<file path="config.mk">
export PLATFORM = sky130hd
export DESIGN_NAME = fetchStage
export DESIGN_NICKNAME = d
export VERILOG_FILES = /design/src/verilog/cpu_types_pkg.sv /design/src/verilog/fetchStage.sv /design/src/verilog/programCounter.sv /design/src/verilog/jumpUnit.sv /design/src/verilog/branchUnit.sv /design/src/verilog/stageReg.sv
export VERILOG_INCLUDE_DIRS = /design/src /design/src/verilog
export SDC_FILE = /design/constraint.sdc
export NUM_CORES = 1
export LEC_CHECK = 0
export ABC_AREA = 1
export BUFFER_PORTS_ARGS = -buffer_cell sky130_fd_sc_hd__buf_2
export CORE_AREA = 8 8 160 162
export CTS_BUF_LIST = sky130_fd_sc_hd__clkbuf_2 sky130_fd_sc_hd__clkbuf_4 sky130_fd_sc_hd__clkbuf_8
export CTS_CLUSTER_SIZE = 14
export DETAILED_ROUTE_END_ITERATION = 12
export DIE_AREA = 0 0 168 170
export PLACE_DENSITY = 0.79
export SKIP_CTS_REPAIR_TIMING = 1
export SYNTH_ARGS = -nofsm -noshare
export SYNTH_HDL_FRONTEND = slang
export SYNTH_HIERARCHICAL = 1
export SYNTH_SLANG_ARGS = --single-unit
export TNS_END_PERCENT = 1
</file>
<file path="constraint.sdc">
create_clock -name CLK -period 4.7 [get_ports CLK]
set_clock_uncertainty 0.1 [all_clocks]
set_input_delay 0.94 -clock CLK [delete_from_list [all_inputs] [get_ports CLK]]
set_output_delay 0.94 -clock CLK [all_outputs]
set_load 0.02 [all_outputs]
</file>
<file path="src/verilog/fetch_cfg.svh">
// fetch constants; pc step and halt word assume 32-bit words and word-aligned fetch only
`ifndef FETCH_CFG_SVH
`define FETCH_CFG_SVH

// datapath word width
// every word_t in the package is sized from this
`define WORD_W 32

// pc loaded while rstN is low
`define RESET_PC 32'h0000_0000

// fetched word that stops the pc
// all ones is not a legal encoding in the supported subset
`define HALT_WORD 32'hFFFF_FFFF

// sequential increment
// one instruction is four bytes
`define PC_STEP 32'd4

// branch offset and jump index shift
// word addressing into byte addresses
`define ADDR_SHIFT 2

`endif
</file>
<file path="src/verilog/cpu_types_pkg.sv">
// shared fetch types; packed struct layouts are fixed, so latch widths change with `WORD_W
`include "fetch_cfg.svh"

package cpu_types_pkg;

	// one instruction or address
	typedef logic [`WORD_W-1:0] word_t;

	// class of the control-transfer op at ID/EX
	// decode resolves it before it reaches fetch
	typedef enum logic [2:0] {
		XFER_NONE = 3'd0, // not a control transfer
		XFER_BEQ  = 3'd1, // branch if rdat1 == rdat2
		XFER_BNE  = 3'd2, // branch if rdat1 != rdat2
		XFER_J    = 3'd3, // pc-region jump by 26-bit index
		XFER_JR   = 3'd4  // jump to register rdat1
	} xferClass_t;

	// ID/EX control latch payload
	// 3 + 4 * 32 = 131 bits
	typedef struct packed {
		xferClass_t xClass; // transfer class
		word_t      pc;     // address of the transfer op
		word_t      instr;  // raw instruction word
		word_t      rdat1;  // first register operand
		word_t      rdat2;  // second register operand
	} exLatch_t;

	// IF/ID latch payload
	// 64 bits, instruction above its address
	typedef struct packed {
		word_t instr; // fetched word
		word_t pc;    // address it came from
	} ifidLatch_t;

	// branch offset field width in the i-type word
	localparam int IMM_W = 16;

	// jump index field width in the j-type word
	localparam int INDEX_W = 26;

	// pc bits kept by a j target
	localparam int REGION_W = 4;

endpackage

</file>
<file path="src/verilog/fetchStage.sv">
// fetch top; ID/EX bundle must be a one-cycle strobe, redirect lands two edges after it
`timescale 1ns/100ps

module fetchStage import cpu_types_pkg::*; (
	input  logic       CLK,
	input  logic       rstN,
	input  word_t      imemload,  // instruction at imemaddr
	input  logic       exValid,   // one-cycle strobe
	input  xferClass_t exClass,
	input  word_t      exPC,
	input  word_t      exInstr,
	input  word_t      rdat1,
	input  word_t      rdat2,
	output word_t      imemaddr,
	output word_t      ifidInstr,
	output word_t      ifidPC,
	output logic       ifidValid,
	output logic       redirect,
	output logic       halted
);

	exLatch_t   exD;
	exLatch_t   exQ;
	logic       exLatchValid; // latched op live for one cycle
	ifidLatch_t ifidD;
	ifidLatch_t ifidQ;
	logic       ifidLoad;
	logic       ifidFlush;
	logic       takeBranch;
	logic       takeJump;
	word_t      branchTarget;
	word_t      jumpTarget;

	// pack the ID/EX bundle
	assign exD = '{xClass: exClass, pc: exPC, instr: exInstr, rdat1: rdat1, rdat2: rdat2};

	// valid follows the strobe, so back-to-back ops each get one cycle
	stageReg #(.PAYLOAD(exLatch_t)) u_exReg (
		.CLK   (CLK),
		.rstN  (rstN),
		.load  (exValid),
		.flush (!exValid),
		.d     (exD),
		.q     (exQ),
		.valid (exLatchValid)
	);

	branchUnit u_branch (
		.latchValid   (exLatchValid),
		.xClass       (exQ.xClass),
		.instrPC      (exQ.pc),
		.instr        (exQ.instr),
		.rdat1        (exQ.rdat1),
		.rdat2        (exQ.rdat2),
		.takeBranch   (takeBranch),
		.branchTarget (branchTarget)
	);

	jumpUnit u_jump (
		.latchValid (exLatchValid),
		.xClass     (exQ.xClass),
		.instrPC    (exQ.pc),
		.instr      (exQ.instr),
		.rdat1      (exQ.rdat1),
		.takeJump   (takeJump),
		.jumpTarget (jumpTarget)
	);

	programCounter u_pc (
		.CLK          (CLK),
		.rstN         (rstN),
		.imemload     (imemload),
		.takeBranch   (takeBranch),
		.branchTarget (branchTarget),
		.takeJump     (takeJump),
		.jumpTarget   (jumpTarget),
		.pc           (imemaddr),
		.redirect     (redirect),
		.halted       (halted),
		.ifidLoad     (ifidLoad),
		.ifidFlush    (ifidFlush)
	);

	// fetched word with its address
	assign ifidD = '{instr: imemload, pc: imemaddr};

	stageReg #(.PAYLOAD(ifidLatch_t)) u_ifidReg (
		.CLK   (CLK),
		.rstN  (rstN),
		.load  (ifidLoad),
		.flush (ifidFlush),
		.d     (ifidD),
		.q     (ifidQ),
		.valid (ifidValid)
	);

	// unpack IF/ID for decode
	assign ifidInstr = ifidQ.instr;
	assign ifidPC    = ifidQ.pc;

endmodule

</file>
<file path="src/verilog/programCounter.sv">
// pc and halt; no stall input, halt only clears through rstN and redirects stop once halted
`timescale 1ns/100ps
`include "fetch_cfg.svh"

module programCounter import cpu_types_pkg::*; (
	input  logic  CLK,
	input  logic  rstN,
	input  word_t imemload,     // word fetched at pc this cycle
	input  logic  takeBranch,
	input  word_t branchTarget,
	input  logic  takeJump,
	input  word_t jumpTarget,
	output word_t pc,
	output logic  redirect,     // pc leaves the sequential path
	output logic  halted,       // sticky
	output logic  ifidLoad,     // pc advances this edge
	output logic  ifidFlush     // kill the word in IF/ID
);

	word_t nextPC;
	word_t incPC;
	logic  haltFetch;
	logic  haltHit;

	assign incPC = pc + `PC_STEP;

	// halt word on the bus
	assign haltFetch = (imemload == `HALT_WORD);

	// strobes are dead once halted
	assign redirect = (takeJump || takeBranch) && !halted;

	// halt only counts when nothing redirects this cycle
	assign haltHit = haltFetch && !redirect && !halted;

	// next pc, jump over branch, any redirect over halt
	always_comb begin
		if (halted) begin
			nextPC = pc; // frozen
		end else if (takeJump) begin
			nextPC = jumpTarget;
		end else if (takeBranch) begin
			nextPC = branchTarget;
		end else if (haltFetch) begin
			nextPC = pc; // hold at the halt word
		end else begin
			nextPC = incPC;
		end
	end

	// pc register
	always_ff @(posedge CLK, negedge rstN) begin
		if (!rstN) begin
			pc <= `RESET_PC;
		end else begin
			pc <= nextPC;
		end
	end

	// halt flag, set once, cleared only by reset
	always_ff @(posedge CLK, negedge rstN) begin
		if (!rstN) begin
			halted <= 1'b0;
		end else if (haltHit) begin
			halted <= 1'b1;
		end
	end

	// IF/ID controls
	// a redirect edge loads and flushes, the flush wins in the latch
	assign ifidLoad  = redirect || (!halted && !haltFetch);
	assign ifidFlush = redirect;

endmodule

</file>
<file path="src/verilog/jumpUnit.sv">
// j and jr targets; no link register write, jal is not supported here
`timescale 1ns/100ps
`include "fetch_cfg.svh"

module jumpUnit import cpu_types_pkg::*; (
	input  logic       latchValid, // ID/EX latch holds a live op
	input  xferClass_t xClass,
	input  word_t      instrPC,
	input  word_t      instr,
	input  word_t      rdat1,      // jr destination
	output logic       takeJump,
	output word_t      jumpTarget
);

	logic  isJ;
	logic  isJr;
	word_t incPC;
	word_t regionTarget;

	// class decode
	assign isJ  = (xClass == XFER_J);
	assign isJr = (xClass == XFER_JR);

	// region bits come from pc+4, not the jump's own pc
	assign incPC = instrPC + `PC_STEP;

	// upper pc bits joined with the word index
	assign regionTarget = {incPC[`WORD_W-1 -: REGION_W],
		instr[INDEX_W-1:0], {`ADDR_SHIFT{1'b0}}};

	// jr uses the register, j the concatenation
	always_comb begin
		if (isJr) begin
			jumpTarget = rdat1;
		end else begin
			jumpTarget = regionTarget;
		end
	end

	// any live jump redirects, no condition
	assign takeJump = latchValid && (isJ || isJr);

endmodule

</file>
<file path="src/verilog/branchUnit.sv">
// beq/bne resolution; purely combinational, result is only meaningful while latchValid is set
`timescale 1ns/100ps
`include "fetch_cfg.svh"

module branchUnit import cpu_types_pkg::*; (
	input  logic       latchValid,  // ID/EX latch holds a live op
	input  xferClass_t xClass,
	input  word_t      instrPC,     // pc of the branch itself
	input  word_t      instr,
	input  word_t      rdat1,
	input  word_t      rdat2,
	output logic       takeBranch,
	output word_t      branchTarget
);

	logic  isBeq;
	logic  isBne;
	logic  opsEqual;
	word_t incPC;
	word_t offset;

	// class decode
	assign isBeq = (xClass == XFER_BEQ);
	assign isBne = (xClass == XFER_BNE);

	// operand compare, the only thing a branch needs from the regfile
	assign opsEqual = (rdat1 == rdat2);

	// pc of the following instruction
	assign incPC = instrPC + `PC_STEP;

	// sign extend imm16, then word to byte address
	assign offset = {{(`WORD_W - IMM_W - `ADDR_SHIFT){instr[IMM_W-1]}},
		instr[IMM_W-1:0], {`ADDR_SHIFT{1'b0}}};

	// taken target, relative to pc+4
	assign branchTarget = incPC + offset;

	// beq on equal, bne on not equal
	always_comb begin
		takeBranch = 1'b0;
		if (latchValid) begin
			if (isBeq) begin
				takeBranch = opsEqual;
			end else if (isBne) begin
				takeBranch = !opsEqual; // bne inverts the compare
			end
		end
	end

endmodule

</file>
<file path="src/verilog/stageReg.sv">
// pipeline latch; flush beats load, payload has no reset so only valid is trustworthy after reset
`timescale 1ns/100ps

module stageReg #(
	parameter type PAYLOAD = logic [31:0]
) (
	input  logic   CLK,
	input  logic   rstN,
	input  logic   load,  // capture d, mark valid
	input  logic   flush, // drop valid
	input  PAYLOAD d,
	output PAYLOAD q,
	output logic   valid
);

	// payload register
	always_ff @(posedge CLK) begin
		if (load) begin
			q <= d; // captured even when flushed, valid says it is dead
		end
	end

	// valid bit, flush wins over load
	always_ff @(posedge CLK, negedge rstN) begin
		if (!rstN) begin
			valid <= 1'b0;
		end else if (flush) begin
			valid <= 1'b0;
		end else if (load) begin
			valid <= 1'b1;
		end
	end

endmodule

</file>
==> results of run 1 <==
-- through the flow --
stage	util [%]	instance area [µm²]	hold WS (ns)	total power [mW]
4_1_cts	63.47	14630	0.4054	5.008
5_1_grt	63.47	14630	0.4147	5.213
2_1_floorplan	-	12280	0.3735	2.904
6_report	63.47	14630	0.3885	4.965
3_5_place_dp	60.04	13840	0.3908	3.212
3_3_place_gp	60.04	13840	0.3834	3.196
-- area by class of cell --
type	instances	area, µm²	area share, %
inverters	151	568.0	3.883
clock inverters	18	143.9	0.9835
clock buffers	51	645.6	4.413
well taps	290	362.8	2.480
multi-input cells	1002	5005	34.21
flip-flops and latches	224	6551	44.78
repair buffers	266	1354	9.253
-- routing by layer --
layer | global-route usage [%] | routed length [µm] | vias to the layer above
li1 | - | - | 5136
met1 | 28.75 | 14110 | 4717
met2 | 39.29 | 15670 | 477
met3 | 5.051 | 2915 | 60
met4 | 7.609 | 879 | 0
met5 | 0 | 0 | -
-- worst reg2reg max path: stages (launching register included) --
cell	delay, ns
edfxtp_1	0.42
inv_1	0.08
nand2_1	0.05
nand2_1	0.04
o21ai_0	0.08
nor2_1	0.14
nand2_1	0.10
nor2_1	0.19
a21oi_1	0.11
nor2_2	0.17
nor2_4	0.08
nand2_1	0.08
nor2_2	0.04
nand2_2	0.24
nand2_2	0.34
clkinv_2	0.13
buf_4	0.57
-- worst max path at each step --
stage	start	to	slack (ns)	cells after the start
detailed placement	u_exReg/q[46]	u_ifidReg/q[14]	1.31	16
global placement	u_exReg/q[44]	redirect	1.42	13
floorplan	u_exReg/q[35]	redirect	2.04	13
CTS	u_exReg/q[46]	redirect	0.74	13
global route	u_exReg/q[46]	redirect	0.56	13
finish	u_exReg/q[46]	redirect	0.79	13
-- power breakdown --
part           internal, mW  total, mW  switching, mW
Clock                  1.01       1.78          0.773
Sequential             2.26       2.32         0.0642
Combinational         0.309      0.860          0.552
-- cell usage in the layout, fill, tap and decap left out, types with 3 or more instances in the layout --
cell type / instances
xnor2_1: 21
nand3b_1: 6
clkinv_2: 7
nand2_2: 16
and2_1: 3
clkbuf_4: 9
nand3_2: 5
inv_2: 3
o21ai_2: 5
edfxtp_1: 189
buf_4: 9
a21oi_2: 3
nor2_2: 14
o21ai_1: 6
nand2_1: 505
buf_2: 257
nor2_4: 3
xor2_1: 17
nor2_1: 145
clkbuf_8: 42
ha_1: 58
nor3_1: 7
inv_1: 147
o21ai_0: 17
clkinv_1: 7
nand4_1: 6
o21bai_1: 5
a21oi_1: 46
dfrtp_1: 35
nand3_1: 101
-- sequential cells by signal, summed over array words and instances, names as in the netlist --
name             cells
u_pc/pc             32
u_exReg/valid        1
u_ifidReg/valid      1
u_pc/halted          1
u_ifidReg/q         64
u_exReg/q          125
==> results by group, run 1 <==
Power and ir drop
  – Leakage Power: 7.137 nW
  – Power Dens Cells: 339.3 nW/µm²
  – Peak VDD IR: 0.3073 mV

STA
  – Setup-failing EPs final: 0
  – Post-layout worst setup margin: 0.7902 ns
  – Max Fclk: 255.8 MHz
  – Normalized max-slew margin: 29.24%
  – Slew @ Worst Pin: 1.060 ns
  – Final setup TNS: 0 ns
  – Final hold vios: 0
  – Slew Limit Fails: 0
  – Unrepaired setup endpoints after global routing: no
  – Period utilization: 83.19%
  – Final Critical Period: 3.910 ns

Worst setup path
  – Crit-path max cell delay: 0.42 ns
  – Worst setup SP type: flop
  – Sum of buffers and inverters on the critical path: 3
  – Cell chain of the critical path: inv_1, nand2_1, nand2_1, o21ai_0, nor2_1, nand2_1, nor2_1, a21oi_1, nor2_2, nor2_4, buf_4, nor2_1, buf_2
  – Critical path data arrival time: 2.87 ns
  – Critical path's top delay family: simple AND/OR/NAND/NOR gates
  – Critical path class: reg -> out
  – Crit Path Max Fanout: 23
  – Reg-to-Reg End: u_ifidReg/q[43]
  – CP max-delay cell: edfxtp_1
  – R2R Setup Slk: 1.30 ns
  – Reg2reg start: u_exReg/q[46]
  – R2r worst-path depth: 16
  – Crit. End Element: output port
  – Critical Path RT: 3.66 ns

Drt
  – Drt drc: 0
  – Drt pass-1 iters: 5
  – Vias: 10390
  – Remaining antenna violation count after routing: 0
  – Vias/cell: 5.190
  – Detailed router's first-iteration violation count: 830
  – Routed WL: 33.58 mm
  – Wire per inst: 16.77 µm

Synth
  – Net Count, Synth: 1632
  – Syn Area/Cell: 8.725 µm²
  – Post-Syn Instances: 1407
  – Synth Cell Area: 12280 µm²
  – YS warnings: 6

Cells and area
  – Diodes inserted: 0
  – Nets: 1908
  – Layout area overhead: 19.17%
  – Share of layout cells above drive strength 1: 22.49%
  – Number of fillers in the final layout: 1895
  – Post-route non-filler standard cell count: 2002

Run status
  – Status: finished clean

Placed design
  – GPL Wtd Cong: 0.9552
  – Pre-CTS setup slack: 1.314 ns
  – Port bufs: 258
  – Post-DP HPWL: 26.39 mm
  – Placed insts: 1933

Run
  – Max_cap viols: 0

Clock tree
  – Clk slew on worst S/H paths: 0.06 ns
  – CTS tree: yes
  – CTS HTree Levels: 2
  – Clock buffer count from CTS: 38
  – Clock latency on the worst-skew pair: 0.55 ns
  – CTS root buffer: clkbuf_8
  – Maximum clock insertion buffer count: 3
  – # clock sinks: 224

Global route
  – Largest net degree at the start of global routing: 78
  – Grt ovf: 0
  – Vias in the first global route: 10150
  – Total track usage: 23.04%
  – First-pass GRT wire length: 52.30 mm
  – Initial antenna violation count: 0

Die
  – Starting density of the core: 53.26%
  – Core box area: 23050 µm²
  – Row count: 56
  – Die H: 170 µm
  – Die X-Extent: 168 µm
  – Die ar.: 28560 µm²
  – I/O pin cnt: 265

Min path
  – Min-Delay Path Class: in -> async
No activity file was read; power rests on OpenSTA's default activity.
==> run 2, diff against run 1 <==
--- a/config.mk
+++ b/config.mk
@@ -8,11 +8,11 @@
 export LEC_CHECK = 0
 export ABC_AREA = 1
 export BUFFER_PORTS_ARGS = -buffer_cell sky130_fd_sc_hd__buf_2
-export CORE_AREA = 8 8 160 162
+export CORE_AREA = 8 8 164 166
 export CTS_BUF_LIST = sky130_fd_sc_hd__clkbuf_2 sky130_fd_sc_hd__clkbuf_4 sky130_fd_sc_hd__clkbuf_8
 export CTS_CLUSTER_SIZE = 14
 export DETAILED_ROUTE_END_ITERATION = 12
-export DIE_AREA = 0 0 168 170
+export DIE_AREA = 0 0 172 174
 export PLACE_DENSITY = 0.79
 export SKIP_CTS_REPAIR_TIMING = 1
 export SYNTH_ARGS = -nofsm -noshare
==> constraint.sdc (replaced) <==
create_clock -name CLK -period 3.25 [get_ports CLK]
set_clock_uncertainty 0.1 [all_clocks]
set_input_delay 0.65 -clock CLK [delete_from_list [all_inputs] [get_ports CLK]]
set_output_delay 0.65 -clock CLK [all_outputs]
set_load 0.02 [all_outputs]
==> run 2 against run 1 <==
Net effect:
- combinational power increased by 47%
- via count increased by 0.62%
- critical endpoint unchanged
- routed wire length increased by 1.1%
- clock power increased by 39%
- clock-buffer cell count is 2 higher
- first-iteration DRC count shrank 13%
==> results by group, run 2 (same netlist as run 1, synthesis figures left out) <==
Worst setup path
  – Critical path class: reg -> out
  – Crit-path max cell delay: 0.42 ns
  – Setup crit start: u_exReg/q[50]
  – Critical path's top delay family: simple AND/OR/NAND/NOR gates
  – Worst setup SP type: flop
  – Sum of buffers and inverters on the critical path: 1
  – CP max-delay cell: edfxtp_1
  – Crit. End Element: output port
  – Cell chain of the critical path: xnor2_1, nand2_1, nor2_2, nand2_1, nor2_1, a21oi_1, nor2_2, nor2_4, nor2_4, clkbuf_4
  – Critical Path RT: 2.50 ns
  – Crit Path Max Fanout: 6
  – Critical path data arrival time: 2.36 ns
  – Reg2reg start: u_exReg/q[50]

Power and ir drop
  – Power Dens Cells: 481.9 nW/µm²
  – Peak VDD IR: 0.3458 mV
  – Total chip power: 7.102 mW
  – Leakage Power: 7.156 nW

Cells and area
  – Share of layout cells above drive strength 1: 22.88%
  – Diodes inserted: 0
  – Most common cell after layout, fill and taps aside: nand2_1
  – Most frequent cells in the layout: 505 x nand2_1, 256 x buf_2, 189 x edfxtp_1
  – FF/Latch Area: 6551 µm²
  – Largest register FFs: 125
  – Nets: 1914
  – Number of fillers in the final layout: 2166
  – Top flop regs: u_exReg/q (125), u_ifidReg/q (64), u_pc/pc (32)
  – Biggest register: u_exReg/q
  – Layout area overhead: 20.04%
  – Multi-input logic area: 5027 µm²

Min path
  – Min-Delay Path Class: in -> async

Global route
  – First-pass GRT wire length: 52.38 mm
  – Grt ovf: 0
  – Initial antenna violation count: 0
  – Total track usage: 22.10%
  – Largest net degree at the start of global routing: 59
  – Vias in the first global route: 10320

Die
  – Row count: 58
  – Starting density of the core: 50.05%
  – Die X-Extent: 172 µm
  – Die H: 174 µm
  – Die ar.: 29930 µm²
  – Core box area: 24530 µm²
  – I/O pin cnt: 265

Clock tree
  – Clock buffer count from CTS: 37
  – Clock latency on the worst-skew pair: 0.54 ns
  – Maximum clock insertion buffer count: 3
  – CTS root buffer: clkbuf_8
  – CTS HTree Levels: 2
  – CTS tree: yes
  – # clock sinks: 224
  – Clk slew on worst S/H paths: 0.06 ns

Drt
  – Drt drc: 0
  – Vias: 10450
  – Drt pass-1 iters: 7
  – Routed WL: 33.94 mm
  – Detailed router's first-iteration violation count: 726
  – Vias/cell: 5.104
  – Wire per inst: 16.57 µm
  – Remaining antenna violation count after routing: 0

Run status
  – Status: finished clean

STA
  – Post-layout worst setup margin: 0.1406 ns
  – Period utilization: 95.67%
  – Hold Slack: 0.1236 ns
  – Normalized max-slew margin: 33.42%
  – Max Fclk: 321.6 MHz
  – Final hold vios: 0
  – Final Critical Period: 3.109 ns
  – Slew @ Worst Pin: 0.9976 ns
  – Setup-failing EPs final: 0
  – Slew Limit Fails: 0

Placed design
  – Post-DP HPWL: 26.44 mm
  – Pre-CTS setup slack: 0.2621 ns
  – Port bufs: 258
  – GPL Wtd Cong: 0.9229

Run
  – Max_cap viols: 0
-- run 2: layout make-up --
type / count / area share [%]
Clock buffer: 53 / 4.440
Inverter: 151 / 3.855
Clock inverter: 15 / 0.6877
Multi-Input combinational cell: 1002 / 34.11
Tap cell: 330 / 2.802
Timing Repair Buffer: 273 / 9.645
Sequential cell: 224 / 44.46
-- run 2: stage by stage --
| step | utilization [%] | instances | cell area, µm² | TNS [ns] |
|---|---|---|---|---|
| floorplan | - | 1407 | 12280 | 0 |
| global placement | 56.87 | 1979 | 13950 | 0 |
| detailed placement | 56.87 | 1979 | 13950 | 0 |
| CTS | 59.95 | 2047 | 14700 | -0.2217 |
| global route | 60.08 | 2048 | 14740 | -0.0005640 |
| finish | 60.08 | 2048 | 14740 | 0 |
-- run 2: worst paths after layout --
check	to	slack, ns	cells past startpoint
max in group asynchronous	u_pc/pc[9]	2.38	1
min in group CLK	u_exReg/q[50]	0.18	1
max reg2reg	u_pc/pc[17]	0.22	15
max	redirect	0.14	10
min reg2reg	u_ifidReg/q[0]	0.41	0
min	u_pc/pc[20]	0.12	1
-- run 2: power breakdown --
group / switching (mW) / internal, mW / total (mW)
Sequential: 0.0933 / 3.26 / 3.35
Clock: 1.10 / 1.38 / 2.48
Combinational: 0.810 / 0.455 / 1.26
-- run 2: per-layer routing --
| metal | track usage [%] | routed length (µm) | part of all wire (%) | vias to the layer above |
|---|---|---|---|---|
| met1 | 26.90 | 13680 | 40 | 4746 |
| met5 | 0 | 0 | 0 | - |
| met4 | 9.055 | 1102 | 3.2 | 0 |
| met3 | 4.968 | 3308 | 9.7 | 73 |
| met2 | 37.14 | 15840 | 47 | 499 |
| li1 | - | - | - | 5136 |
==> run 3, diff against run 2 <==
--- a/config.mk
+++ b/config.mk
@@ -8,11 +8,10 @@
 export LEC_CHECK = 0
 export ABC_AREA = 1
 export BUFFER_PORTS_ARGS = -buffer_cell sky130_fd_sc_hd__buf_2
-export CORE_AREA = 8 8 164 166
-export CTS_BUF_LIST = sky130_fd_sc_hd__clkbuf_2 sky130_fd_sc_hd__clkbuf_4 sky130_fd_sc_hd__clkbuf_8
+export CORE_AREA = 8 8 160 162
 export CTS_CLUSTER_SIZE = 14
 export DETAILED_ROUTE_END_ITERATION = 12
-export DIE_AREA = 0 0 172 174
+export DIE_AREA = 0 0 168 170
 export PLACE_DENSITY = 0.79
 export SKIP_CTS_REPAIR_TIMING = 1
 export SYNTH_ARGS = -nofsm -noshare
==> constraint.sdc (replaced) <==
create_clock -name CLK -period 3.6 [get_ports CLK]
set_clock_uncertainty 0.1 [all_clocks]
set_input_delay 0.72 -clock CLK [delete_from_list [all_inputs] [get_ports CLK]]
set_output_delay 0.72 -clock CLK [all_outputs]
set_load 0.02 [all_outputs]
==> run 3 against run 2 <==
Net effect:
- global-route usage up 0.76 points
- sequential share of layout area up 0.28 points
- via count up 0.22%
- die area down 4.6%
- cell count down 3.6%
- core utilization up 3.4 points
- non-clock buffer count down 6
- clock power down 2%
- final area down 0.64%
- critical endpoint unchanged
- largest power group unchanged
==> results by group, run 3 (same netlist as run 1, synthesis figures left out) <==
STA
  – Setup-failing EPs final: 0
  – Slew Limit Fails: 0
  – Final setup TNS: 0 ns
  – Unrepaired setup endpoints after global routing: no
  – Hold Slack: 0.1842 ns
  – Period utilization: 95.75%
  – Final hold vios: 0
  – Max Fclk: 290.1 MHz
  – Normalized max-slew margin: 31.24%
  – Post-layout worst setup margin: 0.1529 ns
  – Final Critical Period: 3.447 ns
  – Slew @ Worst Pin: 1.030 ns

Power and ir drop
  – Combinational power share: 17.1%
  – Switching power: 1.807 mW
  – Total chip power: 6.597 mW
  – Internal power: 4.791 mW
  – Sw Ratio: 27.39%
  – Seq pwr share: 45.9%
  – Clock power share: 37.0%
  – Leakage Power: 7.102 nW
  – Peak VDD IR: 0.4980 mV
  – Power Dens Cells: 450.5 nW/µm²

Clock tree
  – # clock sinks: 224
  – Maximum clock insertion buffer count: 3
  – Clk slew on worst S/H paths: 0.06 ns
  – CTS tree: yes
  – CTS root buffer: clkbuf_16
  – CTS HTree Levels: 1
  – Clock buffer count from CTS: 23
  – Clock latency on the worst-skew pair: 0.54 ns

Placed design
  – Placed insts: 1934
  – Post-DP HPWL: 26.46 mm
  – Port bufs: 258
  – GPL Wtd Cong: 0.9321
  – DP Area: 13860 µm²
  – Pre-CTS setup slack: 0.5172 ns

Worst setup path
  – Reg2reg start: u_exReg/q[39]
  – Setup crit start: u_exReg/q[39]
  – R2R Setup Slk: 0.49 ns
  – End of the critical path: redirect
  – Critical path's top delay family: simple AND/OR/NAND/NOR gates
  – Crit. End Element: output port
  – CP max-delay cell: edfxtp_1
  – Cell mode on critical path: nand2_1
  – Crit Path Max Fanout: 6
  – Critical Path RT: 2.78 ns
  – Sum of buffers and inverters on the critical path: 2
  – Cell count along the critical path: 12
  – Crit-path max cell delay: 0.43 ns
  – Reg-to-Reg End: u_ifidReg/q[35]
  – Cell chain of the critical path: inv_1, nand2_1, nand2_1, nand2_1, nor2_1, nand2_1, nor2_1, a21oi_1, nor2_2, nor2_4, nor2_1, buf_2
  – Critical path class: reg -> out
  – R2r worst-path depth: 16
  – Worst setup SP type: flop
  – Critical path data arrival time: 2.63 ns

Drt
  – Routed WL: 33.62 mm
  – Remaining antenna violation count after routing: 0
  – Drt pass-1 iters: 5
  – Detailed router's first-iteration violation count: 838
  – Vias: 10480
  – Vias/cell: 5.305
  – Wire per inst: 17.02 µm
  – Drt drc: 0

Die
  – Starting density of the core: 53.26%
  – Die ar.: 28560 µm²
  – Die X-Extent: 168 µm
  – I/O pin cnt: 265
  – Die H: 170 µm
  – Row count: 56
  – Core box area: 23050 µm²

Cells and area
  – Number of fillers in the final layout: 1884
  – Diodes inserted: 0
  – Nets: 1894
  – Top flop regs: u_exReg/q (125), u_ifidReg/q (64), u_pc/pc (32)
  – Most common cell after layout, fill and taps aside: nand2_1
  – Most frequent cells in the layout: 505 x nand2_1, 257 x buf_2, 189 x edfxtp_1
  – Biggest register: u_exReg/q
  – Share of layout cells above drive strength 1: 21.36%
  – Post-route non-filler standard cell count: 1975
  – FF/Latch Area: 6551 µm²
  – Layout area overhead: 19.27%
  – Final core utilization: 63.52%
  – Finished Cell Area: 14640 µm²
  – Largest register FFs: 125
  – Multi-input logic area: 5005 µm²

Global route
  – Largest net degree at the start of global routing: 60
  – Initial antenna violation count: 1
  – Total track usage: 22.85%
  – First-pass GRT wire length: 52.18 mm
  – Vias in the first global route: 10070
  – Grt ovf: 0

Run
  – Max_cap viols: 0

Run status
  – Status: finished clean

Min path
  – Min-Delay Path Class: in -> async
run 3: changes by cell type in the layout (fill, tap and decap cells not counted), sizes merged:
cell | previous run | this run
bufinv | 1 | 3
clkinvlp | 1 | 3
inv | 150 | 151
clkinv | 14 | 7
buf | 272 | 267
clkbuf | 54 | 28
run 3: how the worst min path moves through the flow:
| stage | end | slack [ns] |
|---|---|---|
| finish | u_pc/pc[24] | 0.18 |
| global route | u_pc/pc[24] | 0.24 |
| CTS | u_pc/pc[24] | 0.20 |
| detailed placement | u_ifidReg/q[1] | 0.39 |
| global placement | u_ifidReg/q[1] | 0.38 |
| floorplan | u_exReg/valid | 0.32 |
run 3: final cells by class:
type                    count  share of cell area, %
clock inverters            13                  1.145
well taps                 290                  2.478
multi-input cells        1002                  34.18
repair buffers            267                  9.382
inverters                 151                  3.879
flip-flops and latches    224                  44.74
clock buffers              28                  4.196
run 3: power groups by stage:
| stage | sequential, mW | combinational, mW | clock, mW |
|---|---|---|---|
| after floorplan | 3.05 | 0.740 | 0 |
| after global placement | 3.08 | 1.10 | 0 |
| after detailed placement | 3.08 | 1.12 | 0 |
| after CTS | 3.03 | 1.12 | 2.49 |
| after global routing | 3.04 | 1.27 | 2.59 |
| final | 3.03 | 1.13 | 2.44 |
run 3: metal layers:
metal  up-vias  global-route usage (%)  routed length, µm
met5         -                       0                  9
met4         2                   9.356               1275
met3        76                   5.144               3454
met2       522                   37.92              15420
met1      4776                   28.66              13460
li1       5101                       -                  -
run 3: worst reg2reg max path, stage by stage, from the launching register on:
cell and delay (ns):
edfxtp_1 0.43, inv_1 0.10, nand2_1 0.07, nand2_1 0.06
nand2_1 0.07, nor2_1 0.10, nand2_1 0.05, nor2_1 0.21
a21oi_1 0.13, nor2_2 0.19, nor2_4 0.10, nand2_1 0.09
nor2_2 0.05, nand2_2 0.25, nand2_2 0.12, clkinv_2 0.08
buf_4 0.53
